$ cat src/design/innerbus_config.svh
//==========================================================================
// address map, memory size and timing knobs of the inner bus
// windows must not overlap and each mask must be 2^n - 1
// MEM_WAIT_CYCLES may be 0, MTIME_TICK_DIV must be 1 or more
//==========================================================================
`ifndef INNERBUS_CONFIG_SVH
`define INNERBUS_CONFIG_SVH

// slave windows, base and size mask
`define CLINT_BASE          64'h0000_0000_0200_0000
`define CLINT_MASK          64'h0000_0000_00FF_FFFF
`define PLIC_BASE           64'h0000_0000_0300_0000
`define PLIC_MASK           64'h0000_0000_00FF_FFFF
`define PERIP_BASE          64'h0000_0000_2000_0000
`define PERIP_MASK          64'h0000_0000_1FFF_FFFF
`define SYSBUS_BASE         64'h0000_0000_4000_0000
`define SYSBUS_MASK         64'h0000_0000_3FFF_FFFF
`define MEM_BASE            64'h0000_0000_8000_0000
`define MEM_MASK            64'h0000_0000_7FFF_FFFF

// memory slave
`define MEM_IDX_W           8
`define MEM_WAIT_CYCLES     2

// clint
`define MTIME_TICK_DIV      4
`define CLINT_MSIP_OFS      24'h00_0000
`define CLINT_MTIMECMP_OFS  24'h00_4000
`define CLINT_MTIME_OFS     24'h00_BFF8

`endif

$ cat src/design/innerbus_pkg.sv
//==========================================================================
// shared bus types, memory controller states and byte merge helper
// all bus lanes are 64 bit with one strobe bit per byte
//==========================================================================
`default_nettype none

`include "innerbus_config.svh"

package innerbus_pkg;

	typedef logic [63:0] addr_t;
	typedef logic [63:0] data_t;
	typedef logic [7:0] strb_t;
	typedef logic [`MEM_IDX_W-1:0] mem_idx_t;

	// memory slave FSM
	typedef enum logic [1:0] {IDLE, WAIT, RESP} mem_state_t;

	// replace the strobed byte lanes of old_val
	function automatic data_t strb_merge(data_t old_val, data_t new_val, strb_t strb);
		data_t res;
		res = old_val;
		for (int b = 0; b < $bits(strb_t); b++) begin
			if (strb[b]) begin
				res[b*8 +: 8] = new_val[b*8 +: 8];
			end
		end
		return res;
	endfunction

endpackage

`default_nettype wire

$ cat src/design/mem_ctrl_fsm.sv
//==========================================================================
// memory bus slave, MEM_WAIT_CYCLES wait states then one response cycle
// response arrives MEM_WAIT_CYCLES + 1 edges after accept
// address bits above the word index alias onto the array
//==========================================================================
`default_nettype none

`include "innerbus_config.svh"

module mem_ctrl_fsm import innerbus_pkg::*; (
	input  logic     clk,
	input  logic     arst_n,
	input  logic     req_valid,
	input  addr_t    addr,
	input  data_t    data_w,
	input  strb_t    wstrb,
	input  logic     wen,
	output logic     rsp_valid,
	output data_t    data_r,
	output logic     arr_en,
	output logic     arr_wen,
	output mem_idx_t arr_idx,
	output data_t    arr_data_w,
	output strb_t    arr_wstrb,
	input  data_t    arr_data_r
);

	localparam int WAIT_N = `MEM_WAIT_CYCLES;
	localparam int CNT_W = (WAIT_N > 1) ? $clog2(WAIT_N) : 1;

	mem_state_t state;
	logic [CNT_W-1:0] wait_cnt;
	logic accept;
	logic wr_q;

	// idle and not in the response cycle of the previous request
	assign accept = (state == IDLE) & req_valid & ~rsp_valid;

	// array access fires straight from the live request
	assign arr_en = accept;
	assign arr_wen = accept & wen;
	assign arr_idx = addr[`MEM_IDX_W+2:3];
	assign arr_data_w = data_w;
	assign arr_wstrb = wstrb;

	always_ff @(posedge clk or negedge arst_n) begin
		if (!arst_n) begin
			state <= IDLE;
			wait_cnt <= '0;
			rsp_valid <= 1'b0;
		end else begin
			rsp_valid <= 1'b0;
			case (state)
				IDLE: begin
					if (accept) begin
						wait_cnt <= CNT_W'(WAIT_N - 1);
						if (WAIT_N == 0) begin
							state <= RESP;
						end else begin
							state <= WAIT;
						end
					end
				end
				WAIT: begin
					if (wait_cnt == '0) begin
						state <= RESP;
					end else begin
						wait_cnt <= wait_cnt - 1'b1;
					end
				end
				RESP: begin
					rsp_valid <= 1'b1;
					state <= IDLE;
				end
				default: state <= IDLE;
			endcase
		end
	end

	// direction of the access, then the captured read word
	always_ff @(posedge clk) begin
		if (accept) begin
			wr_q <= wen;
		end
		if (state == RESP) begin
			data_r <= wr_q ? '0 : arr_data_r;
		end
	end

endmodule

`default_nettype wire

$ cat config.mk
export PLATFORM = sky130hd
export DESIGN_NAME = mem_ctrl_fsm
export DESIGN_NICKNAME = d
export VERILOG_FILES = /design/src/design/innerbus_pkg.sv /design/src/design/mem_ctrl_fsm.sv
export VERILOG_INCLUDE_DIRS = /design/src /design/src/design
export SDC_FILE = /design/constraint.sdc
export NUM_CORES = 1
export LEC_CHECK = 0
export BUFFER_PORTS_ARGS = -buffer_cell sky130_fd_sc_hd__buf_2
export CORE_AREA = 3 3 136 138
export CTS_BUF_LIST = sky130_fd_sc_hd__clkbuf_8
export DETAILED_ROUTE_END_ITERATION = 16
export DIE_AREA = 0 0 139 141
export SYNTH_ARGS = -nofsm -noshare
export SYNTH_HDL_FRONTEND = slang
export SYNTH_SLANG_ARGS = --single-unit
export TNS_END_PERCENT = 50
$ cat constraint.sdc
create_clock -name clk -period 6.99 [get_ports clk]
set_input_delay 0 -clock clk [delete_from_list [all_inputs] [get_ports clk]]
set_output_delay 0 -clock clk [all_outputs]
set_load 0.02 [all_outputs]
# After elaboration in Yosys (flattened, before gate mapping)
# Index checks and enable logic that the tools add are counted.
# word_totals
register_bits,69
output_inout_bits,147
input_bits,204
# op_classes
eq_ne,4
reduce_logical,4
mux,7
add_sub_neg,1
bitwise,4
# op_table
operator,n
$mux W2,2
$ne A2 B2 Y1 const B,2
$pmux W2 S2,1
$reduce_and A2 Y1,2
$and A1 B1 Y1,3
$mux W1,3
$eq A2 B1 Y1 const B,1
$eq A2 B2 Y1 const B,1
$logic_not A2 Y1,1
$pmux W1 S2,1
$reduce_bool A2 Y1,1
$not A1 Y1,1
$sub A1 B1 Y1 const B,1

# Longest topological paths before layout
# depth
word_depth,5
depth_mapped,3

# Worst setup path after synthesis
# No wires, ideal clock.
# synth_path
path_kind,reg2reg
from,register state[0]
to,register data_r[0] (enable)
stages_incl_launch_ff,2
period_less_slack_ns,3.768
setup_slack_ns,3.222
t_arrival_ns,3.273
required_ns,6.495
setup_time_ns,0.495
n_path_buf,0
path_cell_list,dfrtp_1 -> nor2b_1
# synth_via
elab_chain_len,1
# synth_rtl
item,line,source
start: declaration,mem_ctrl_fsm.sv:31,mem_state_t state;
start signal: assignment,mem_ctrl_fsm.sv:48,state <= IDLE;
start signal: assignment,mem_ctrl_fsm.sv:58,state <= RESP;
start signal: assignment,mem_ctrl_fsm.sv:60,state <= WAIT;
$eq A2 B2 Y1,mem_ctrl_fsm.sv:85,if (state == RESP) begin
end signal: assignment,mem_ctrl_fsm.sv:86,data_r <= wr_q ? '0 : arr_data_r;
end: declaration,mem_ctrl_fsm.sv:19,"output data_t data_r,"
# No other way between the ends.
# A chain may end at the register's enable or synchronous reset.

# Worst setup path after layout
# layout_path
from,register state[1]
to,register data_r[18] (enable)
# The elaborated chain is that of the path after synthesis.

==> impl_metrics.json <==
{
  "r2r_slack_ps": 5370,
  "syn-instance-count": 229,
  "yosys_warnings": 0,
  "tns_ps": 0,
  "synth_compound_area_frac": 0.00397,
  "yosys.area_share.xor_xnor": 0,
  "die-height_um": 141,
  "grt_use_met1": 0.0803,
  "timing.rr.end": "data_r[18]",
  "min_to": "arr_data_w[10]",
  "clk_pin_slew_ps": 60,
  "cap_violations": 0,
  "nets": 559,
  "port-buffer-count": 134,
  "avgSynthCellArea_um2": 13.8,
  "rr_worst_depth": 2,
  "wire_per_inst_um": 18.3,
  "cts-root-buf": "clkbuf_8",
  "top_usage_layer": "met2",
  "min_period_over_period": 0.232,
  "fp.dieArea_um2": 19600,
  "post-cts-setup-buffer-count": 0,
  "gr-total-overflow": 0,
  "start_util": 0.182,
  "worstPathMaxFanout": 65,
  "grt_pass1_wl_um": 15000,
  "synth_top_family_by_area": "buffers and inverters",
  "antennaDiodeCount": 0,
  "design.core.area_um2": 17300,
  "grt_max_degree": 66,
  "syn-cell-area_um2": 3150,
  "totalWireLength_um": 10700,
  "antenna_found_initial": 1,
  "cts.sinks": 69,
  "routabilityCongestion": 0.865,
  "yosysSeqAreaShare": 0.651,
  "yosys.cell_types.count": 11,
  "dr.pass1.iters": 4,
  "worstHoldStart": "data_w[10]",
  "io-pin-count": 351,
  "cts_tree": "done",
  "power_density_nw_per_um2": 297,
  "num_vias": 2037,
  "leakage_nw": 1.75,
  "h-tree-depth": 3,
  "relSlewSlack": 0.435,
  "clock_latency_ps": 340,
  "dp_hpwl_um": 8300,
  "met3_usage": 0.0746,
  "rsz0062_at_grt": "false",
  "viasPerCell": 3.49,
  "worstPathRequired_ps": 6950,
  "setup_viol": 0,
  "grt_pass1_vias": 2134,
  "cp.arrival_ps": 1590,
  "finalClockSkew_ps": 11.8,
  "syn_nets": 433,
  "num_rows": 48,
  "numCtsBuffers": 9,
  "synthSimpleGateAreaFrac": 0.142,
  "finalCriticalPeriod_ps": 1620,
  "path_class": "reg2reg",
  "hold_viol_final": 0,
  "status": "completed",
  "power_mw": 1.28,
  "synth_fa_ha_area_frac": 0,
  "synth.area.mux_share": 0,
  "ant_nets": 0,
  "worst_slew_pin_slew_ps": 848,
  "synth_seq_cells": 69,
  "dieWidth_um": 139,
  "drtIter0Drc": 46,
  "timing.fmax_mhz": 616,
  "track_usage": 0.106,
  "ir_worst_vdd_mv": 0.0959,
  "areaGrowthSynthToFinish_pct": 37.1,
  "post-route-drc-count": 0,
  "clock_path_buffers": 2,
  "met2_usage": 0.200,
  "min_path_cells": 0,
  "drv_slew": 0,
  "drive_above_1_share": 0.416,
  "min_path_type": "in2out",
  "cp-start-kind": "flop",
  "r2r-start": "state[1]",
  "final_core_utilization": 0.250,
  "worstSetupEndpointType": "flop"
}
## state kept, by name, summed over array words and instances, names as in the netlist
signal / count
rsp_valid: 1
wr_q: 1
data_r: 64
wait_cnt: 1
state: 2
## layer usage
layer / part of all wire / up-vias
met4: 0.029 / 2
li1: - / 923
met3: 0.15 / 30
met1: 0.26 / 911
met5: 0.0012 / -
met2: 0.55 / 171
## worst max-delay path: stages (launching register included)
cell     delay (ps)
dfrtp_1         400
nor2b_4         150
buf_4           630
## per-stage QoR
step	hold WS, ps	instance area, µm²	std cells	setup slack [ps]
global placement	-196	3490	503	5370
floorplan	-296	3150	229	3220
finish	0.00779	4320	583	5370
CTS	0.137	4320	583	5350
global route	0.0330	4320	583	5250
detailed placement	-193	3490	503	5370
## Yosys cell counts
cell / count / share of area
buf_4: 80 / 0.19
nor2b_1: 66 / 0.13
edfxtp_1: 65 / 0.62
buf_2: 7 / 0.011
dfrtp_1: 4 / 0.032
and2_1: 2 / 0.0040
a21o_1: 1 / 0.0024
a21oi_1: 1 / 0.0016
inv_1: 1 / 0.0012
nor4b_2: 1 / 0.0048
or3b_1: 1 / 0.0028
## how the worst max path moves through the flow
stage	from	end	cells past startpoint	slack (ps)
after floorplan	state[0]	data_r[0]	1	3220
after global placement	state[1]	data_r[15]	2	5370
after detailed placement	state[1]	data_r[40]	2	5370
after CTS	state[1]	data_r[18]	2	5350
after global routing	state[1]	data_r[21]	2	5250
final	state[1]	data_r[18]	2	5370
## cells by family after synthesis
family                 Yosys count
AO/OA/AOI/OAI                    2
flip-flops                      69
AND/OR/NAND/NOR                 70
buffers and inverters           88
## where the power goes
group          internal, mW  switching [mW]  leakage (nW)
logic                 0.126           0.247         0.995
clock network         0.156           0.138        0.0950
registers             0.587          0.0288         0.657
## placed cells by master (no fill, tap or decap)
| cell | netlist | layout |
|---|---|---|
| clkinv_2 | 0 | 1 |
| nor2b_4 | 0 | 1 |
| inv_1 | 1 | 3 |
| a21o_1 | 1 | 1 |
| clkinv_1 | 0 | 1 |
| dlygate4sd3_1 | 0 | 66 |
| clkbuf_8 | 0 | 9 |
| buf_2 | 7 | 134 |
| and2_1 | 2 | 2 |
| nor4b_2 | 1 | 1 |
| a21oi_1 | 1 | 1 |
| dfrtp_1 | 4 | 4 |
| buf_4 | 80 | 2 |
| nor2b_1 | 66 | 65 |
| bufinv_16 | 0 | 1 |
| or3b_1 | 1 | 1 |
| edfxtp_1 | 65 | 65 |
## layout make-up
class                           count  area (µm²)
Clock inverter                      5        46.3
Timing Repair Buffer              202        1350
Multi-Input combinational cell     72         469
Inverter                            1        3.75
Tap cell                          225         282
Clock buffer                        9         124
Fill cell                        1822       13000
Sequential cell                    69        2050
## repair_timing
item	4_1_cts	5_1_grt
hold buffers	66	0
hold endpoints to repair	68	0
resized for setup	0	0
endpoints found under the setup margin	0	0
Power figures use the tool's default switching activity.
