===== config.mk =====
export PLATFORM = sky130hd
export DESIGN_NAME = innerbus_crossbar
export DESIGN_NICKNAME = d
export VERILOG_FILES = /design/src/design/innerbus_pkg.sv /design/src/design/innerbus_crossbar.sv
export VERILOG_INCLUDE_DIRS = /design/src /design/src/design
export SDC_FILE = /design/constraint.sdc
export NUM_CORES = 1
export LEC_CHECK = 0
export BUFFER_PORTS_ARGS = -buffer_cell sky130_fd_sc_hd__clkbuf_2
export CORE_AREA = 5 5 620 622
export DETAILED_ROUTE_END_ITERATION = 10
export DIE_AREA = 0 0 625 627
export PLACE_DENSITY = 0.3
export SLEW_MARGIN = 5
export SYNTH_ARGS = -nofsm -noshare
export SYNTH_HDL_FRONTEND = slang
export SYNTH_SLANG_ARGS = --single-unit

===== constraint.sdc =====
create_clock -name vclk -period 1.9
set_clock_uncertainty 0.1 [all_clocks]
set_input_delay 0.095 -clock vclk [all_inputs]
set_output_delay 0.095 -clock vclk [all_outputs]
set_load 0.02 [all_outputs]

===== src/design/innerbus_config.svh =====
//==========================================================================
// address map, memory size and timing knobs of the inner bus
// windows must not overlap and each mask must be 2^n - 1
// MEM_WAIT_CYCLES may be 0, MTIME_TICK_DIV must be 1 or more
//==========================================================================
`ifndef INNERBUS_CONFIG_SVH
`define INNERBUS_CONFIG_SVH

// slave windows, base and size mask
`define CLINT_BASE          64'h0000_0000_0200_0000
`define CLINT_MASK          64'h0000_0000_00FF_FFFF
`define PLIC_BASE           64'h0000_0000_0300_0000
`define PLIC_MASK           64'h0000_0000_00FF_FFFF
`define PERIP_BASE          64'h0000_0000_2000_0000
`define PERIP_MASK          64'h0000_0000_1FFF_FFFF
`define SYSBUS_BASE         64'h0000_0000_4000_0000
`define SYSBUS_MASK         64'h0000_0000_3FFF_FFFF
`define MEM_BASE            64'h0000_0000_8000_0000
`define MEM_MASK            64'h0000_0000_7FFF_FFFF

// memory slave
`define MEM_IDX_W           8
`define MEM_WAIT_CYCLES     2

// clint
`define MTIME_TICK_DIV      4
`define CLINT_MSIP_OFS      24'h00_0000
`define CLINT_MTIMECMP_OFS  24'h00_4000
`define CLINT_MTIME_OFS     24'h00_BFF8

`endif


===== src/design/innerbus_pkg.sv =====
//==========================================================================
// shared bus types, memory controller states and byte merge helper
// all bus lanes are 64 bit with one strobe bit per byte
//==========================================================================
`default_nettype none

`include "innerbus_config.svh"

package innerbus_pkg;

	typedef logic [63:0] addr_t;
	typedef logic [63:0] data_t;
	typedef logic [7:0] strb_t;
	typedef logic [`MEM_IDX_W-1:0] mem_idx_t;

	// memory slave FSM
	typedef enum logic [1:0] {IDLE, WAIT, RESP} mem_state_t;

	// replace the strobed byte lanes of old_val
	function automatic data_t strb_merge(data_t old_val, data_t new_val, strb_t strb);
		data_t res;
		res = old_val;
		for (int b = 0; b < $bits(strb_t); b++) begin
			if (strb[b]) begin
				res[b*8 +: 8] = new_val[b*8 +: 8];
			end
		end
		return res;
	endfunction

endpackage

`default_nettype wire


===== src/design/innerbus_crossbar.sv =====
//==========================================================================
// fully combinational 3 master to 5 slave crossbar
// fixed priority dm > ifu > lsu with no locking, a higher master may
// take the path over mid transfer; unmapped addresses get no response
//==========================================================================
`default_nettype none

`include "innerbus_config.svh"

module innerbus_crossbar import innerbus_pkg::*; (
	// masters
	input  logic  dm_req_valid,
	input  addr_t dm_addr,
	input  data_t dm_data_w,
	input  strb_t dm_wstrb,
	input  logic  dm_wen,
	output logic  dm_rsp_valid,
	output data_t dm_data_r,

	input  logic  ifu_req_valid,
	input  addr_t ifu_addr,
	input  data_t ifu_data_w,
	input  strb_t ifu_wstrb,
	input  logic  ifu_wen,
	output logic  ifu_rsp_valid,
	output data_t ifu_data_r,

	input  logic  lsu_req_valid,
	input  addr_t lsu_addr,
	input  data_t lsu_data_w,
	input  strb_t lsu_wstrb,
	input  logic  lsu_wen,
	output logic  lsu_rsp_valid,
	output data_t lsu_data_r,

	// slaves
	output logic  clint_req_valid,
	output addr_t clint_addr,
	output data_t clint_data_w,
	output strb_t clint_wstrb,
	output logic  clint_wen,
	input  logic  clint_rsp_valid,
	input  data_t clint_data_r,

	output logic  plic_req_valid,
	output addr_t plic_addr,
	output data_t plic_data_w,
	output strb_t plic_wstrb,
	output logic  plic_wen,
	input  logic  plic_rsp_valid,
	input  data_t plic_data_r,

	output logic  sysbus_req_valid,
	output addr_t sysbus_addr,
	output data_t sysbus_data_w,
	output strb_t sysbus_wstrb,
	output logic  sysbus_wen,
	input  logic  sysbus_rsp_valid,
	input  data_t sysbus_data_r,

	output logic  perip_req_valid,
	output addr_t perip_addr,
	output data_t perip_data_w,
	output strb_t perip_wstrb,
	output logic  perip_wen,
	input  logic  perip_rsp_valid,
	input  data_t perip_data_r,

	output logic  mem_req_valid,
	output addr_t mem_addr,
	output data_t mem_data_w,
	output strb_t mem_wstrb,
	output logic  mem_wen,
	input  logic  mem_rsp_valid,
	input  data_t mem_data_r
);

	logic dm_grant;
	logic ifu_grant;
	logic lsu_grant;
	logic any_grant;
	addr_t arb_addr;
	data_t arb_data_w;
	strb_t arb_wstrb;
	logic arb_wen;
	logic clint_sel;
	logic plic_sel;
	logic sysbus_sel;
	logic perip_sel;
	logic mem_sel;
	logic rsp_any;
	data_t rsp_data;

	// fixed priority grant
	assign dm_grant = dm_req_valid;
	assign ifu_grant = ~dm_req_valid & ifu_req_valid;
	assign lsu_grant = ~dm_req_valid & ~ifu_req_valid & lsu_req_valid;
	assign any_grant = dm_grant | ifu_grant | lsu_grant;

	// request fields of the winner, zero when idle
	always_comb begin
		arb_addr = '0;
		arb_data_w = '0;
		arb_wstrb = '0;
		arb_wen = 1'b0;
		if (dm_grant) begin
			arb_addr = dm_addr;
			arb_data_w = dm_data_w;
			arb_wstrb = dm_wstrb;
			arb_wen = dm_wen;
		end else if (ifu_grant) begin
			arb_addr = ifu_addr;
			arb_data_w = ifu_data_w;
			arb_wstrb = ifu_wstrb;
			arb_wen = ifu_wen;
		end else if (lsu_grant) begin
			arb_addr = lsu_addr;
			arb_data_w = lsu_data_w;
			arb_wstrb = lsu_wstrb;
			arb_wen = lsu_wen;
		end
	end

	// window decode, upper 32 bits must be zero to hit
	assign clint_sel = any_grant & ((arb_addr | `CLINT_MASK) == (`CLINT_BASE | `CLINT_MASK));
	assign plic_sel = any_grant & ((arb_addr | `PLIC_MASK) == (`PLIC_BASE | `PLIC_MASK));
	assign sysbus_sel = any_grant & ((arb_addr | `SYSBUS_MASK) == (`SYSBUS_BASE | `SYSBUS_MASK));
	assign perip_sel = any_grant & ((arb_addr | `PERIP_MASK) == (`PERIP_BASE | `PERIP_MASK));
	assign mem_sel = any_grant & ((arb_addr | `MEM_MASK) == (`MEM_BASE | `MEM_MASK));

	// only the selected slave sees a nonzero request
	assign clint_req_valid = clint_sel;
	assign clint_addr = clint_sel ? arb_addr : '0;
	assign clint_data_w = clint_sel ? arb_data_w : '0;
	assign clint_wstrb = clint_sel ? arb_wstrb : '0;
	assign clint_wen = clint_sel & arb_wen;

	assign plic_req_valid = plic_sel;
	assign plic_addr = plic_sel ? arb_addr : '0;
	assign plic_data_w = plic_sel ? arb_data_w : '0;
	assign plic_wstrb = plic_sel ? arb_wstrb : '0;
	assign plic_wen = plic_sel & arb_wen;

	assign sysbus_req_valid = sysbus_sel;
	assign sysbus_addr = sysbus_sel ? arb_addr : '0;
	assign sysbus_data_w = sysbus_sel ? arb_data_w : '0;
	assign sysbus_wstrb = sysbus_sel ? arb_wstrb : '0;
	assign sysbus_wen = sysbus_sel & arb_wen;

	assign perip_req_valid = perip_sel;
	assign perip_addr = perip_sel ? arb_addr : '0;
	assign perip_data_w = perip_sel ? arb_data_w : '0;
	assign perip_wstrb = perip_sel ? arb_wstrb : '0;
	assign perip_wen = perip_sel & arb_wen;

	assign mem_req_valid = mem_sel;
	assign mem_addr = mem_sel ? arb_addr : '0;
	assign mem_data_w = mem_sel ? arb_data_w : '0;
	assign mem_wstrb = mem_sel ? arb_wstrb : '0;
	assign mem_wen = mem_sel & arb_wen;

	// response of the selected slave only
	assign rsp_any = (clint_sel & clint_rsp_valid) | (plic_sel & plic_rsp_valid)
		| (sysbus_sel & sysbus_rsp_valid) | (perip_sel & perip_rsp_valid)
		| (mem_sel & mem_rsp_valid);

	assign rsp_data = ({64{clint_sel & clint_rsp_valid}} & clint_data_r)
		| ({64{plic_sel & plic_rsp_valid}} & plic_data_r)
		| ({64{sysbus_sel & sysbus_rsp_valid}} & sysbus_data_r)
		| ({64{perip_sel & perip_rsp_valid}} & perip_data_r)
		| ({64{mem_sel & mem_rsp_valid}} & mem_data_r);

	// steer back to the granted master
	assign dm_rsp_valid = dm_grant & rsp_any;
	assign ifu_rsp_valid = ifu_grant & rsp_any;
	assign lsu_rsp_valid = lsu_grant & rsp_any;
	assign dm_data_r = dm_grant ? rsp_data : '0;
	assign ifu_data_r = ifu_grant ? rsp_data : '0;
	assign lsu_data_r = lsu_grant ? rsp_data : '0;

endmodule

`default_nettype wire


Yosys cells after proc, flatten, opt, wreduce, memory -nomap -nowiden

Cells that the tools add are included.

Register bits: 0
Latch bits: 0
RAM bits: 0
ROM bits: 0
Bits of input ports: 739
Output and inout port bits: 885
Word-level logic and storage cells: 73
Memories kept: 0

Add/subtract/negate cells: 0
$mul: 0
Divide/modulo/power cells: 0
Order comparisons: 0
Equal/unequal tests: 5
Shifts and indexed selects: 0
Mux-type cells: 30
Bitwise logic cells: 38
Reductions and logical operators: 0

Operators by type and width:

| kind                                                 | count |
|---|---|
| two-way mux 64 bit                                   | 19 |
| bitwise AND 64 bit                                   | 5 |
| OR 64 bit                                            | 4 |
| equality test 40 x 2 -> 1 bit, second input constant | 2 |
| two-way mux 8 bit                                    | 8 |
| equality test 35 x 1 -> 1 bit, second input constant | 1 |
| equality test 34 x 1 -> 1 bit, second input constant | 1 |
| equality test 33 x 1 -> 1 bit, second input constant | 1 |
| bitwise AND 1 bit                                    | 21 |
| OR 1 bit                                             | 6 |
| two-way mux 1 bit                                    | 3 |
| inverter 1 bit                                       | 2 |

Depth between registers and ports, before layout

Word-level depth: 15
Depth in mapped cells: 12
Depth with buffers taken out: 5

Worst setup path after synthesis

OpenSTA, ideal clock, no wires.

Kind: input-to-output
Start point: input dm_req_valid
End point: output plic_addr[10]
Arrival time: 2.356 ns
Data required time: 1.705 ns
Path slack: -0.651 ns
Stages: 10
Path buffers: 5
Cells stage by stage: buf_4 > buf_6 > buf_6 > a21oi_1 > a2bb2oi_1 > a2111oi_2 > nand4_2 > buf_2 > clkbuf_1 > nor4_1

Cells in the longest elaborated chain, start to end: 9
Elaborated cells on any way between the ends: 12
Classes of those cells: eq/ne (1); mux (4); bitwise (7)

RTL lines:

| item                            | RTL line                                         | source |
|---|---|---|
| start: declaration              | innerbus_crossbar.sv:12                          | `input logic dm_req_valid,` |
| inverter 1 bit                  | innerbus_crossbar.sv:96, innerbus_crossbar.sv:97 |  |
| bitwise AND 1 bit (2 in series) | innerbus_crossbar.sv:97                          | `assign lsu_grant = ~dm_req_valid & ~ifu_req_valid & lsu_req_valid;` |
| two-way mux 64 bit              | innerbus_crossbar.sv:116                         | `end else if (lsu_grant) begin` |
| two-way mux 64 bit              | innerbus_crossbar.sv:111                         | `end else if (ifu_grant) begin` |
| two-way mux 64 bit              | innerbus_crossbar.sv:106                         | `if (dm_grant) begin` |
| equality test 40 x 2 -> 1 bit   | innerbus_crossbar.sv:126                         | `` assign plic_sel = any_grant & ((arb_addr \| `PLIC_MASK) == (`PLIC_BASE \| `PLIC_MASK)); `` |
| bitwise AND 1 bit               | innerbus_crossbar.sv:126                         |  |
| two-way mux 64 bit (*)          | innerbus_crossbar.sv:139                         | `assign plic_addr = plic_sel ? arb_addr : '0;` |
| end: declaration                | innerbus_crossbar.sv:46                          | `output addr_t plic_addr,` |

Every way passes the cells marked *; elsewhere a longest branch is shown, timed or not.

Worst setup path after layout

Start point: input lsu_addr[56]
End point: output clint_addr[12]

Cells in the longest elaborated chain, start to end: 6

RTL lines:

| item                          | RTL line                 | source |
|---|---|---|
| start: declaration            | innerbus_crossbar.sv:29  | `input addr_t lsu_addr,` |
| two-way mux 64 bit            | innerbus_crossbar.sv:116 |  |
| two-way mux 64 bit            | innerbus_crossbar.sv:111 |  |
| two-way mux 64 bit            | innerbus_crossbar.sv:106 |  |
| equality test 40 x 2 -> 1 bit | innerbus_crossbar.sv:125 | `` assign clint_sel = any_grant & ((arb_addr \| `CLINT_MASK) == (`CLINT_BASE \| `CLINT_MASK)); `` |
| bitwise AND 1 bit             | innerbus_crossbar.sv:125 |  |
| two-way mux 64 bit            | innerbus_crossbar.sv:133 | `assign clint_addr = clint_sel ? arb_addr : '0;` |
| end: declaration              | innerbus_crossbar.sv:38  | `output addr_t clint_addr,` |

No other way between the ends.

==> results.md <==
* Starting Density at 4.28%
* Max_cap viols at 0
* Slew HR at between 10% and 20%
* Drt drc at 0
* Post-synthesis sequential area ratio at 0%
* Startpoint Class: input port
* Crit path DAT at 2.76 ns
* Synth top area cells: nor4_1 (10%), and3_1 (9.9%), buf_4 (8.6%)
* Power Density at around 160 nW/µm²
* Initial antenna violation count at roughly 120
* Vias in the first global route at 31500
* Core region area at 378000 µm²
* Most frequent cells after synthesis: nand2_1 (368), nor4_1 (263), and3_1 (256)
* Drt first pass iters at 5
* Routed WL at 271 mm
* Detailed Place HPWL at 238 mm
* Reg area at 0 µm²
* Die H at 627 µm
* Worst Path Max Fanout at 6
* CTS Hold Bufs at 0
* Nets@finish at 5405
* Share of cells above drive strength 1 at 65.7%
* I/O pins at around 1600
* Leak Pwr at around 20 nW
* Mean Syn Cell Area at between 5 and 6 µm²
* Final Cycle Share at 156%
* DR iter-0 viols at about 1800
* Clock buf count at 0
* Largest net degree at the start of global routing at around 70
* First-pass GRT wire length at 338 mm
* Maximum clock rate at 338 MHz
* Setup CP Type: input port to primary output
* GPL Wtd Cong at just under 0.9
* Syn Inst Count at 2760
* Crit path capture type: primary output
* Required time worst endpoint at 1.70 ns
* Dpl ws at -2.08 ns
* Die ar. at slightly below 400000 µm²
* Design Power at 7.10 mW
* Post-route cell area at 45700 µm²
* Hold Violations, Final at 0
* Fin worst setup slack at -1.06 ns
* FFs & Latches at 0
* Vias post-DR at 30900
* CP startpoint: lsu_addr[56]
* Hold Crit Start: dm_data_w[55]
* Unrepaired setup endpoints after global routing: yes
* DP Area at about 40000 µm²
* P&R area growth vs syn at 182%
* Post-route minimum period at 2.96 ns
* Fin. max-slew vios at 0
* Unique masters post-synth at between 50 and 60
* Final setup violation count at 709
* DIE WIDTH at 625 µm
* Share of the synthesized area in the top cell type at 10.2%
* Wire per inst at 27.9 µm
* Worst VDD drop at 0.0000719 V
* Gr usage total at 12.9%
* Setup crit end: clint_addr[12]
* Violated checks: setup timing
* Tightest Pin Transition at 1.22 ns
* Detail Route Antenna Nets at 0
* Dominant cell type by area after synthesis: nor4_1
* Gr ovfl total at 0
* Most frequent cell after synthesis: nand2_1
* PortBufs at between 1000 and 1500
* Cell area after synthesis at roughly 16000 µm²
* Synth warn at 0
* Hold Crit Class: input port to primary output
* Vias/cell at 3.18
* Run status: finished with violations
* Rows at 226
* Fin Setup TNS at -645.75 ns
==> final cells by class <==
class	count	area, µm²
diodes	30	75.1
multi-input cells	2337	19400
well taps	5016	6280
inverters	4	27.5
repair buffers	2323	19900
fillers	43900	332000
==> where the power goes <==
group	switching (mW)	total [mW]	internal, mW
sequential	0	0	0
combinational	4.33	7.10	2.77
clock	0	0.00000179	0.00000179
total	4.33	7.10	2.77
==> layer usage <==
layer | GRT usage [%] | vias to the layer above | part of all wire (%)
met4 | 1.91 | 40 | 2.1
met5 | 0 | - | 0.11
met2 | 26.0 | 1297 | 56
met3 | 2.01 | 284 | 5.1
met1 | 14.2 | 15400 | 37
li1 | - | 13900 | -
==> per-stage QoR <==
stage / hold slack (ns) / instances / util (%)
6_report: 0.595 / 9710 / 12.1
5_1_grt: 0.650 / 9693 / 12.1
4_1_cts: 0.613 / 9661 / 11.8
3_5_place_dp: 0.613 / 9586 / 10.9
3_3_place_gp: 0.621 / 9586 / 10.9
2_1_floorplan: 0.356 / 2935 / -
==> worst max-delay path: stages <==
cell       delay (ns)
buf_8            0.10
nor4_4           0.55
buf_6            0.20
o22ai_4          0.08
a2111oi_4        0.20
buf_4            0.17
nand4_4          0.11
buf_4            0.17
buf_12           0.14
buf_8            0.15
bufbuf_16        0.29
nor4_2           0.28
buf_4            0.19
==> worst min path at each step <==
stage,end,slack [ns],cells after the start
after floorplan,plic_data_w[54],0.36,4
after global placement,clint_data_w[54],0.62,6
after detailed placement,clint_data_w[55],0.61,6
after CTS,clint_data_w[55],0.61,6
after global routing,mem_addr[21],0.65,5
final,clint_data_w[55],0.60,6
==> placed cells by master (no fill, tap or decap), types with 9 or more instances in the layout <==
cell / instances
buf_4: 672
nor3b_4: 9
nor3b_2: 83
buf_6: 58
conb_1: 176
o21ai_2: 51
nand3_1: 198
buf_12: 290
o31ai_1: 54
o21ai_0: 9
a211oi_2: 174
o21ai_1: 42
a21oi_1: 121
nand3b_1: 27
nor4_2: 52
a2bb2oi_1: 17
nand2_1: 368
diode_2: 30
nor3_4: 49
nor3_1: 77
clkbuf_2: 1121
and3b_1: 99
and3_1: 256
nor3_2: 85
a211oi_4: 19
clkbuf_8: 53
o211ai_1: 64
nor4_4: 168
o31ai_2: 9
nor4_1: 58
buf_16: 42
clkbuf_4: 61
==> kinds of logic after synthesis <==
logic type,synth area share (%)
buffers and inverters,19.4
AO/OA/AOI/OAI,25.5
other,0.0232
multiplexers,0.0696
AND/OR/NAND/NOR,55.0
==> timing repair <==
item	in CTS	in global routing
gates cloned	33	4
resized for setup	441	335
pin swaps	97	32
setup buffers	43	21
endpoints found under the setup margin	709	709
Note: power is estimated with default switching activity, not from simulation.
