**src/design/innerbus_config.svh**
```systemverilog
//==========================================================================
// address map, memory size and timing knobs of the inner bus
// windows must not overlap and each mask must be 2^n - 1
// MEM_WAIT_CYCLES may be 0, MTIME_TICK_DIV must be 1 or more
//==========================================================================
`ifndef INNERBUS_CONFIG_SVH
`define INNERBUS_CONFIG_SVH

// slave windows, base and size mask
`define CLINT_BASE          64'h0000_0000_0200_0000
`define CLINT_MASK          64'h0000_0000_00FF_FFFF
`define PLIC_BASE           64'h0000_0000_0300_0000
`define PLIC_MASK           64'h0000_0000_00FF_FFFF
`define PERIP_BASE          64'h0000_0000_2000_0000
`define PERIP_MASK          64'h0000_0000_1FFF_FFFF
`define SYSBUS_BASE         64'h0000_0000_4000_0000
`define SYSBUS_MASK         64'h0000_0000_3FFF_FFFF
`define MEM_BASE            64'h0000_0000_8000_0000
`define MEM_MASK            64'h0000_0000_7FFF_FFFF

// memory slave
`define MEM_IDX_W           8
`define MEM_WAIT_CYCLES     2

// clint
`define MTIME_TICK_DIV      4
`define CLINT_MSIP_OFS      24'h00_0000
`define CLINT_MTIMECMP_OFS  24'h00_4000
`define CLINT_MTIME_OFS     24'h00_BFF8

`endif

```
**src/design/innerbus_pkg.sv**
```systemverilog
//==========================================================================
// shared bus types, memory controller states and byte merge helper
// all bus lanes are 64 bit with one strobe bit per byte
//==========================================================================
`default_nettype none

`include "innerbus_config.svh"

package innerbus_pkg;

	typedef logic [63:0] addr_t;
	typedef logic [63:0] data_t;
	typedef logic [7:0] strb_t;
	typedef logic [`MEM_IDX_W-1:0] mem_idx_t;

	// memory slave FSM
	typedef enum logic [1:0] {IDLE, WAIT, RESP} mem_state_t;

	// replace the strobed byte lanes of old_val
	function automatic data_t strb_merge(data_t old_val, data_t new_val, strb_t strb);
		data_t res;
		res = old_val;
		for (int b = 0; b < $bits(strb_t); b++) begin
			if (strb[b]) begin
				res[b*8 +: 8] = new_val[b*8 +: 8];
			end
		end
		return res;
	endfunction

endpackage

`default_nettype wire

```
**src/design/clint_mtime.sv**
```systemverilog
//==========================================================================
// free running 64 bit mtime, one increment every MTIME_TICK_DIV clocks
// a software write wins over the tick in the same cycle
//==========================================================================
`default_nettype none

`include "innerbus_config.svh"

module clint_mtime import innerbus_pkg::*; (
	input  logic  clk,
	input  logic  arst_n,
	input  logic  wr_en,
	input  data_t wr_data,
	input  strb_t wr_strb,
	output data_t mtime
);

	localparam int DIV = `MTIME_TICK_DIV;
	localparam int PRE_W = (DIV > 1) ? $clog2(DIV) : 1;

	logic [PRE_W-1:0] pre_cnt;
	logic tick;

	// last prescaler step
	assign tick = (pre_cnt == PRE_W'(DIV - 1));

	always_ff @(posedge clk or negedge arst_n) begin
		if (!arst_n) begin
			pre_cnt <= '0;
			mtime <= '0;
		end else if (wr_en) begin
			// new time base, count a full period again
			pre_cnt <= '0;
			mtime <= strb_merge(mtime, wr_data, wr_strb);
		end else if (tick) begin
			pre_cnt <= '0;
			mtime <= mtime + 64'd1;
		end else begin
			pre_cnt <= pre_cnt + 1'b1;
		end
	end

endmodule

`default_nettype wire

```
**src/design/clint.sv**
```systemverilog
//==========================================================================
// single hart CLINT with msip, mtimecmp and mtime
// only addr[23:0] is decoded, other offsets read zero and drop writes
// one response cycle right after each accepted request
//==========================================================================
`default_nettype none

`include "innerbus_config.svh"

module clint import innerbus_pkg::*; (
	input  logic  clk,
	input  logic  arst_n,
	input  logic  req_valid,
	input  addr_t addr,
	input  data_t data_w,
	input  strb_t wstrb,
	input  logic  wen,
	output logic  rsp_valid,
	output data_t data_r,
	output logic  msip_irq,
	output logic  mtip_irq
);

	logic [23:0] ofs;
	logic accept;
	logic hit_msip;
	logic hit_cmp;
	logic hit_time;
	logic msip;
	data_t mtimecmp;
	data_t mtime;
	data_t rd_data;

	assign ofs = addr[23:0];
	// held request is not taken again in its response cycle
	assign accept = req_valid & ~rsp_valid;

	assign hit_msip = (ofs == `CLINT_MSIP_OFS);
	assign hit_cmp = (ofs == `CLINT_MTIMECMP_OFS);
	assign hit_time = (ofs == `CLINT_MTIME_OFS);

	clint_mtime u_mtime (
		.clk     (clk),
		.arst_n  (arst_n),
		.wr_en   (accept & wen & hit_time),
		.wr_data (data_w),
		.wr_strb (wstrb),
		.mtime   (mtime)
	);

	// read mux
	always_comb begin
		rd_data = '0;
		if (hit_msip) begin
			rd_data = {63'd0, msip};
		end else if (hit_cmp) begin
			rd_data = mtimecmp;
		end else if (hit_time) begin
			rd_data = mtime;
		end
	end

	always_ff @(posedge clk or negedge arst_n) begin
		if (!arst_n) begin
			rsp_valid <= 1'b0;
			msip <= 1'b0;
			// all ones keeps mtip low out of reset
			mtimecmp <= '1;
		end else begin
			rsp_valid <= accept;
			if (accept & wen & hit_msip & wstrb[0]) begin
				msip <= data_w[0];
			end
			if (accept & wen & hit_cmp) begin
				mtimecmp <= strb_merge(mtimecmp, data_w, wstrb);
			end
		end
	end

	// writes return zero
	always_ff @(posedge clk) begin
		if (accept) begin
			data_r <= wen ? '0 : rd_data;
		end
	end

	assign msip_irq = msip;
	assign mtip_irq = (mtime >= mtimecmp);

endmodule

`default_nettype wire

```
**config.mk**
```make
export PLATFORM = sky130hd
export DESIGN_NAME = clint
export DESIGN_NICKNAME = d
export VERILOG_FILES = /design/src/design/innerbus_pkg.sv /design/src/design/clint_mtime.sv /design/src/design/clint.sv
export VERILOG_INCLUDE_DIRS = /design/src /design/src/design
export SDC_FILE = /design/constraint.sdc
export NUM_CORES = 1
export LEC_CHECK = 0
export BUFFER_PORTS_ARGS = -buffer_cell sky130_fd_sc_hd__buf_2
export CAP_MARGIN = 20
export CORE_UTILIZATION = 51
export DETAILED_ROUTE_END_ITERATION = 16
export PLACE_DENSITY = 0.77
export SLEW_MARGIN = 20
export SYNTH_ARGS = -nofsm -noshare
export SYNTH_HDL_FRONTEND = slang
export SYNTH_SLANG_ARGS = --single-unit
```
**constraint.sdc**
```tcl
create_clock -name clk -period 5.2 [get_ports clk]
set_clock_uncertainty 0.05 [all_clocks]
set_input_delay 0.26 -clock clk [delete_from_list [all_inputs] [get_ports clk]]
set_output_delay 0.26 -clock clk [all_outputs]
set_load 0.05 [all_outputs]
```
* After elaboration in Yosys (flattened, before gate mapping) *
Cells that the tools add are included.

storage, ports and cells
  flip-flop bits (word level) = 196
  bits of input ports = 140
  output and inout bits = 67

operators by class
  $add $sub $neg = 2
  magnitude comparators = 1
  eq/ne operators = 11
  multiplexer cells = 15
  bitwise gates (word level) = 7
  reduce and logical (&&, ||, !) cells = 19

operators with widths
  operator                                         count
  two-way mux 64 bit                               4
  adder 64 x 1 -> 64 bit, second input constant    1
  >= comparator 64 bit                             1
  two-way mux 8 bit                                8
  AND reduction 2 bit                              16
  == test 24 x 15 -> 1 bit, second input constant  1
  == test 24 x 16 -> 1 bit, second input constant  1
  logical NOT 24 bit                               1
  != test 2 bit, second input constant             8
  AND 1 bit                                        6
  two-way mux 2 bit                                2
  adder 2 x 1 -> 2 bit, second input constant      1
  == test 2 bit, second input constant             1
  nonzero test 2 bit                               1
  OR reduction 2 bit                               1
  two-way mux 1 bit                                1
  NOT 1 bit                                        1

* Logic depth before layout (Yosys ltp) *
Gate-level depths: netlist of the first run.

  depth after elaboration = 6
  depth in mapped cells = 9

* Modules after synthesis *
Synthesis of the first run repeated with hierarchy kept, for this count alone.

unflattened totals
  cell total of the unflattened synthesis = 1,105
  area, all modules = 11,218.3 µm²

by module, submodules not included
  module       times used  cells each  area each (µm²)
  clint        1           601         6,940.4
  clint_mtime  1           504         4,277.9

* Least setup slack after synthesis of the first run *
OpenSTA, ideal clock, no wires.

  path kind = register to register
  from = register rsp_valid
  to = register mtimecmp[32]
  library setup time = 0.082 ns
  arrival = 5.358 ns
  path slack = -0.290 ns
  stages on the path, launching flop included = 6
  path buffers = 0
  period minus slack after synthesis = 5.490 ns
  cells stage by stage = dfrtp_1 nor2b_1 nand2_1 nor4_4 nand2_2 mux2_2

on the way
  word-level cells in the longest chain between the ends = 5

ends and longest elaborated chain
  what                                  line         RTL
  start: declaration                    clint.sv:18  output logic rsp_valid,
  start signal: assignment              clint.sv:70  rsp_valid <= accept;
  NOT 1 bit                             clint.sv:36  assign accept = req_valid & ~rsp_valid;
  AND 1 bit                             clint.sv:36
  named net accept                      clint.sv:25  logic accept;
  AND 1 bit (2 in series)               clint.sv:74  if (accept & wen & hit_cmp) begin
  AND reduction 2 bit (no source line)  n/a
  end signal: assignment                clint.sv:75  mtimecmp <= strb_merge(mtimecmp, data_w, wstrb);
  end: declaration                      clint.sv:30  data_t mtimecmp;

The timed path passes the listed nets, and every way through them passes these cells.
A chain may end at the register's enable or synchronous reset.

* Worst setup path in the final report of the first run *
  from = register mtimecmp[61]
  to = output port mtip_irq

on the way
  word-level cells in the longest chain between the ends = 1

ends and longest elaborated chain
  what                  line         RTL
  >= comparator 64 bit  clint.sv:88  assign mtip_irq = (mtime >= mtimecmp);
  end: declaration      clint.sv:21  output logic mtip_irq

Every way passes these cells.

==> flow_metrics.tcl, run 1 <==
set metrics [dict create \
    status "completed" \
    async_reset_ff_share_pct 67.35 \
    min_period_ns 3.686 \
    finalMaxSlewViolations 0 \
    p_total_w 0.003144 \
    hp-class "in2reg" \
    worstSetupEndpointType "output pin" \
    grt_pass1_vias 9268 \
    track_usage_pct 27.16 \
    antennaDiodeCount 0 \
    worst_pin_slew_ns 0.9754 \
    die_h_um 151.4 \
    yosys.area.top_type "edfxtp_1" \
    setup_viol 0 \
    synthesis.area_per_instance_um2 9.900 \
    hold_violations 0 \
    ys_types 71 \
    wirelength_um 30080 \
    post-synth-top-count-cell "nor2_1" \
    worstPathArrival_ns 3.38 \
    setup.worst_path.start_class "flip-flop" \
    syn-num-nets 1356 \
    finalCritPeriodShare_pct 70.89 \
    drt_iter0_drc 1018 \
    ant_nets 0 \
    synth_top_cell_area_share_pct 16.88 \
    overflow 0 \
    worstPathMaxFanout 3 \
    rsz0062_at_grt "no" \
    ys_seq_area_share_pct 46.60 \
    drc 0 \
    synth_seq_cells 196 \
    cp.required_ns 4.89 \
    clock_sink_count 196 \
    synth.top_cells.by_area "edfxtp_1, dfrtp_1, dfstp_2" \
    internal_power_w 0.002374 \
    path_cells "inv_1 > ha_1 > nand4_1 > nor3_1 > nand4_1 > o41ai_1 > a221oi_1 > o41ai_1 > buf_2" \
    ir_drop_mv 0.1879 \
    power.combinational.fraction_pct 6.8 \
    tritoncts "yes" \
    fin_nets 1510 \
    clk_pin_slew_ns 0.07 \
    power_density_nw_per_um2 240.7 \
    synthCells 1150 \
    post_cts_resized 0 \
    cts_buffers 17 \
    relSlewSlack_pct 34.38 \
    hpwl_um 21450 \
    drive_gt1_share_pct 28.47 \
    area_growth_pct 14.74 \
    antenna_found_initial 0 \
    grt_max_degree 66 \
    critPathKind "reg2out" \
    clk_path_buf_depth 2 \
    viasPerCell 6.153 \
    synth_common_cells "nor2_1, inv_1, a21oi_1" \
    clk-insertion-delay-late_ns 0.44 \
    seqPwrFrac_pct 51.6 \
    fin_ws_ns 1.514 \
    fin_setup_tns_ns 0 \
    firstDrtPassIters 6 \
    cp_slowest_cell "nor3_1" \
    via_count 9826 \
    boundaryPins 207 \
    rows 54 \
    yosys_warnings 0 \
    switching_share_pct 24.48 \
    synth_edf_count 64 \
    cp_slowest_stage_delay_ns 0.58 \
    grt_pass1_wl_um 48040 \
    place_ws_ns 2.046 \
    core_area_um2 21820 \
    p_clk_share_pct 41.6 \
    power.switching_w 0.0007697 \
    initial_core_util_pct 52.17 \
    gp_congestion 0.9192 \
    clock-root-buffer "clkbuf_16" \
    portBuffers 166 \
    leakage_nw 5.268 \
    fp.dieW_um 151.4 \
    wl_per_cell_um 18.83 \
    synth-main-ff-cell "dfrtp_1" \
    h-tree-depth 4 \
    fmax_mhz 271.3 \
    syn-cell-area_um2 11380 \
    dieArea_um2 22930 \
    maxCapViolations 0 \
]
-- layer usage --
metal,vias up,track usage [%],wire (µm)
met4,0,9.300,706
met2,423,43.38,13970
li1,4611,-,-
met1,4728,37.24,13190
met5,-,0,0
met3,64,4.578,2208
-- final timing paths --
check,startpoint,to,slack [ns],cells after the start
max,mtimecmp[61],mtip_irq,1.51,9
min,data_w[17],mtimecmp[17],0.02,2
max reg2reg,u_mtime.mtime[2],u_mtime.mtime[53],1.90,6
min reg2reg,u_mtime.pre_cnt[0],u_mtime.pre_cnt[0],0.39,1
max in group asynchronous,arst_n,mtimecmp[51],3.65,3
min in group asynchronous,arst_n,rsp_valid,0.39,2
-- cells in the final DEF, fill, tap and decap left out, drive strengths merged, types with 49 or more instances in the layout --
cell,count
a21oi,80
a22oi,64
buf,176
dfrtp,68
dfstp,64
edfxtp,64
ha,66
inv,84
mux2,66
nand2,86
nand3,49
nor2,140
-- worst max-delay path, delay by kind of cell (launching register included) --
family	cells	cell delay [ns]
and+or+nand+nor	3	1.01
AOI/OAI and AO/OA	3	0.66
DFF	1	0.54
buffers and inverters	2	0.41
adders and majority gates	1	0.30
-- area by class of cell --
cell class / instances / area, µm²
clock buffer: 18 / 429.2
clock inverter: 14 / 135.1
sequential: 196 / 5305
timing repair buffer: 177 / 918.4
fill: 1835 / 8761
tap: 280 / 350.3
multi-input combinational: 831 / 5620
inverter: 81 / 304.0
-- power by group through the flow --
| stage | combinational [W] | clock, W | sequential [W] |
|---|---|---|---|
| global route | 0.000228 | 0.00138 | 0.00163 |
| CTS | 0.000215 | 0.00133 | 0.00162 |
| finish | 0.000213 | 0.00131 | 0.00162 |
| detailed placement | 0.000214 | 0 | 0.00165 |
| global placement | 0.000212 | 0 | 0.00165 |
| floorplan | 0.0000252 | 0 | 0.00173 |
-- kinds of logic (layout without fill, tap and decap cells) --
logic type | after synthesis | count (layout) | share of synthesized area, %
XOR/XNOR | 3 | 3 | 0.2308
multiplexers | 68 | 68 | 6.704
flip-flops | 196 | 196 | 46.60
adder cells (fa/ha/maj) | 66 | 66 | 7.254
buffers and inverters | 123 | 290 | 4.275
AND/OR/NAND/NOR | 409 | 409 | 18.33
AO/OA/AOI/OAI | 285 | 285 | 16.61
-- flip-flops by register name, summed over array words and instances, names as in the netlist --
signal / flops
data_r: 64
mtimecmp: 64
u_mtime.mtime: 64
u_mtime.pre_cnt: 2
msip_irq: 1
rsp_valid: 1
-- through the flow --
step / util [%] / cell area (µm²) / cells / hold slack [ns]
final: 59.86 / 13060 / 1597 / 0.01719
after global routing: 59.86 / 13060 / 1597 / 0.01882
after CTS: 59.86 / 13060 / 1597 / 0.007716
after detailed placement: 57.22 / 12490 / 1564 / 0.3237
after global placement: 57.22 / 12490 / 1564 / 0.3229
after floorplan: - / 11390 / 1150 / -0.08559
-- timing repair --
item,in CTS,in global routing
hold buffers,1,0
hold endpoints to repair,32,0
buffers inserted,0,0
Power figures use the tool's default switching activity.
==> run 2: changes to the inputs <==
==> constraint.sdc (replaced) <==
create_clock -name clk -period 3.04 [get_ports clk]
set_clock_uncertainty 0.05 [all_clocks]
set_input_delay 0.152 -clock clk [delete_from_list [all_inputs] [get_ports clk]]
set_output_delay 0.152 -clock clk [all_outputs]
set_load 0.05 [all_outputs]
==> flow_metrics.tcl, run 2 (same netlist as run 1, synthesis figures left out) <==
set metrics [dict create \
    status "finished with violations" \
    violations "setup timing" \
    gp_congestion 0.9045 \
    worstPathMaxFanout 3 \
    layout.cells.non_filler 1709 \
    rrSetupSlack_ns 0.11 \
    grt_pass1_vias 10000 \
    layout_common_cells "buf_2, nor2_1, a21oi_1, nand2_1, inv_1" \
    leakage_nw 5.804 \
    tritoncts "yes" \
    min_to "u_mtime.mtime[46]" \
    dieArea_um2 22930 \
    die_h_um 151.4 \
    setup_viol 1 \
    cp.required_ns 2.84 \
    clk_path_buf_depth 2 \
    drc 0 \
    p_total_w 0.005498 \
    hp-start "wstrb[5]" \
    worst_pin_slew_ns 0.8628 \
    layout_commonest_cell "buf_2" \
    cts_buffers 17 \
    initial_core_util_pct 52.17 \
    clk_pin_slew_ns 0.07 \
    final_util_pct 65.59 \
    track_usage_pct 29.17 \
    rows 54 \
    power_density_nw_per_um2 384.0 \
    via_count 10430 \
    placed_cells 1599 \
    critPathKind "reg2out" \
    finalCritPeriodShare_pct 101.5 \
    fmax_mhz 324.0 \
    fin_nets 1620 \
    area_growth_pct 25.74 \
    worstPathArrival_ns 2.88 \
    h-tree-depth 4 \
    hpwl_um 22240 \
    place_ws_ns 0.2069 \
    ff2ff_path_depth 7 \
    clock-root-buffer "clkbuf_16" \
    wl_per_cell_um 18.97 \
    portBuffers 166 \
    clock_sink_count 196 \
    viasPerCell 6.101 \
    firstDrtPassIters 7 \
    grt_max_degree 84 \
    min_period_ns 3.086 \
    fin_ws_ns -0.04620 \
    relSlewSlack_pct 42.48 \
    drive_gt1_share_pct 30.76 \
    fin_setup_tns_ns -0.04620 \
    grt_pass1_wl_um 51310 \
    ant_nets 0 \
    overflow 0 \
    wirelength_um 32420 \
    hold_violations 0 \
    crit_start "mtimecmp[46]" \
    r2r-start "u_mtime.mtime[2]" \
    drt_iter0_drc 1254 \
    timing.rr.end "u_mtime.mtime[35]" \
    rsz0062_at_grt "yes" \
    finalMaxSlewViolations 0 \
    maxCapViolations 0 \
    boundaryPins 207 \
    hold_depth 3 \
    hp-class "in2reg" \
    setup.worst_path.start_class "flip-flop" \
    clk-insertion-delay-late_ns 0.45 \
    core_area_um2 21820 \
    reg_top3 "data_r (64), mtimecmp (64), u_mtime.mtime (64)" \
    worstSetupEndpointType "output pin" \
    ir_drop_mv 0.3902 \
    antenna_found_initial 1 \
    fp.dieW_um 151.4 \
]
## run 2: changes by cell type in the layout (fill, tap and decap cells not counted), sizes merged
cell         before  now
dlygate4sd3       1   69
inv              84   86
diode             0    2
buf             176  218
clkbuf           18   17
clkinv            7    6
## run 2: area by class of cell
class | count | area [µm²]
Clock buffer | 17 | 425.4
Multi-Input combinational cell | 831 | 5786
Clock inverter | 15 | 155.1
Fill cell | 1693 | 7508
Antenna cell | 2 | 5.005
Sequential cell | 196 | 5306
Inverter | 81 | 304.0
Tap cell | 280 | 350.3
Timing Repair Buffer | 287 | 1983
## run 2: per-layer routing
metal | GRT usage [%] | vias up | part of all wire (%)
met1 | 39.52 | 4965 | 42
met2 | 46.78 | 539 | 47
met4 | 11.05 | 0 | 3.0
met5 | 0 | - | 0
li1 | - | 4829 | -
met3 | 4.789 | 94 | 7.9
## run 2: how the worst max path moves through the flow
| stage | endpoint | slack [ns] | depth (start not counted) |
|---|---|---|---|
| floorplan | u_mtime.mtime[51] | 0.07 | 6 |
| global placement | mtip_irq | 0.20 | 9 |
| detailed placement | mtip_irq | 0.21 | 9 |
| CTS | mtip_irq | -0.03 | 8 |
| global route | mtip_irq | -0.14 | 9 |
| finish | mtip_irq | -0.05 | 8 |
## run 2: per-stage QoR
stage               instance area, µm²  hold WS, ns
floorplan                        11400      -0.1936
global placement                 12820       0.1132
detailed placement               12820       0.1099
CTS                              14250      0.01773
global route                     14310      0.04348
finish                           14320      0.03470
## run 2: critical path: stages (launching register included)
cell and delay [ns]:
dfstp_2 0.55, inv_2 0.05, ha_4 0.21, and4_4 0.19, a221o_1 0.35, a2111o_1 0.44
a221oi_4 0.33, o41ai_4 0.15, buf_6 0.18
## run 2: repair_timing
item / CTS / global route
setup endpoints to repair: 1 / 1
setup buffers: 6 / 1
resized for setup: 18 / 10
pin swaps: 14 / 3
endpoints found under the hold margin: 142 / 0
hold buffers: 69 / 0
## run 2: where the power goes
group | internal (W) | switching (W) | leakage (nW)
logic | 0.000145 | 0.000294 | 3.50
registers | 0.00277 | 0.00000958 | 2.03
clock network | 0.00122 | 0.00106 | 0.279
total | 0.00413 | 0.00136 | 5.80
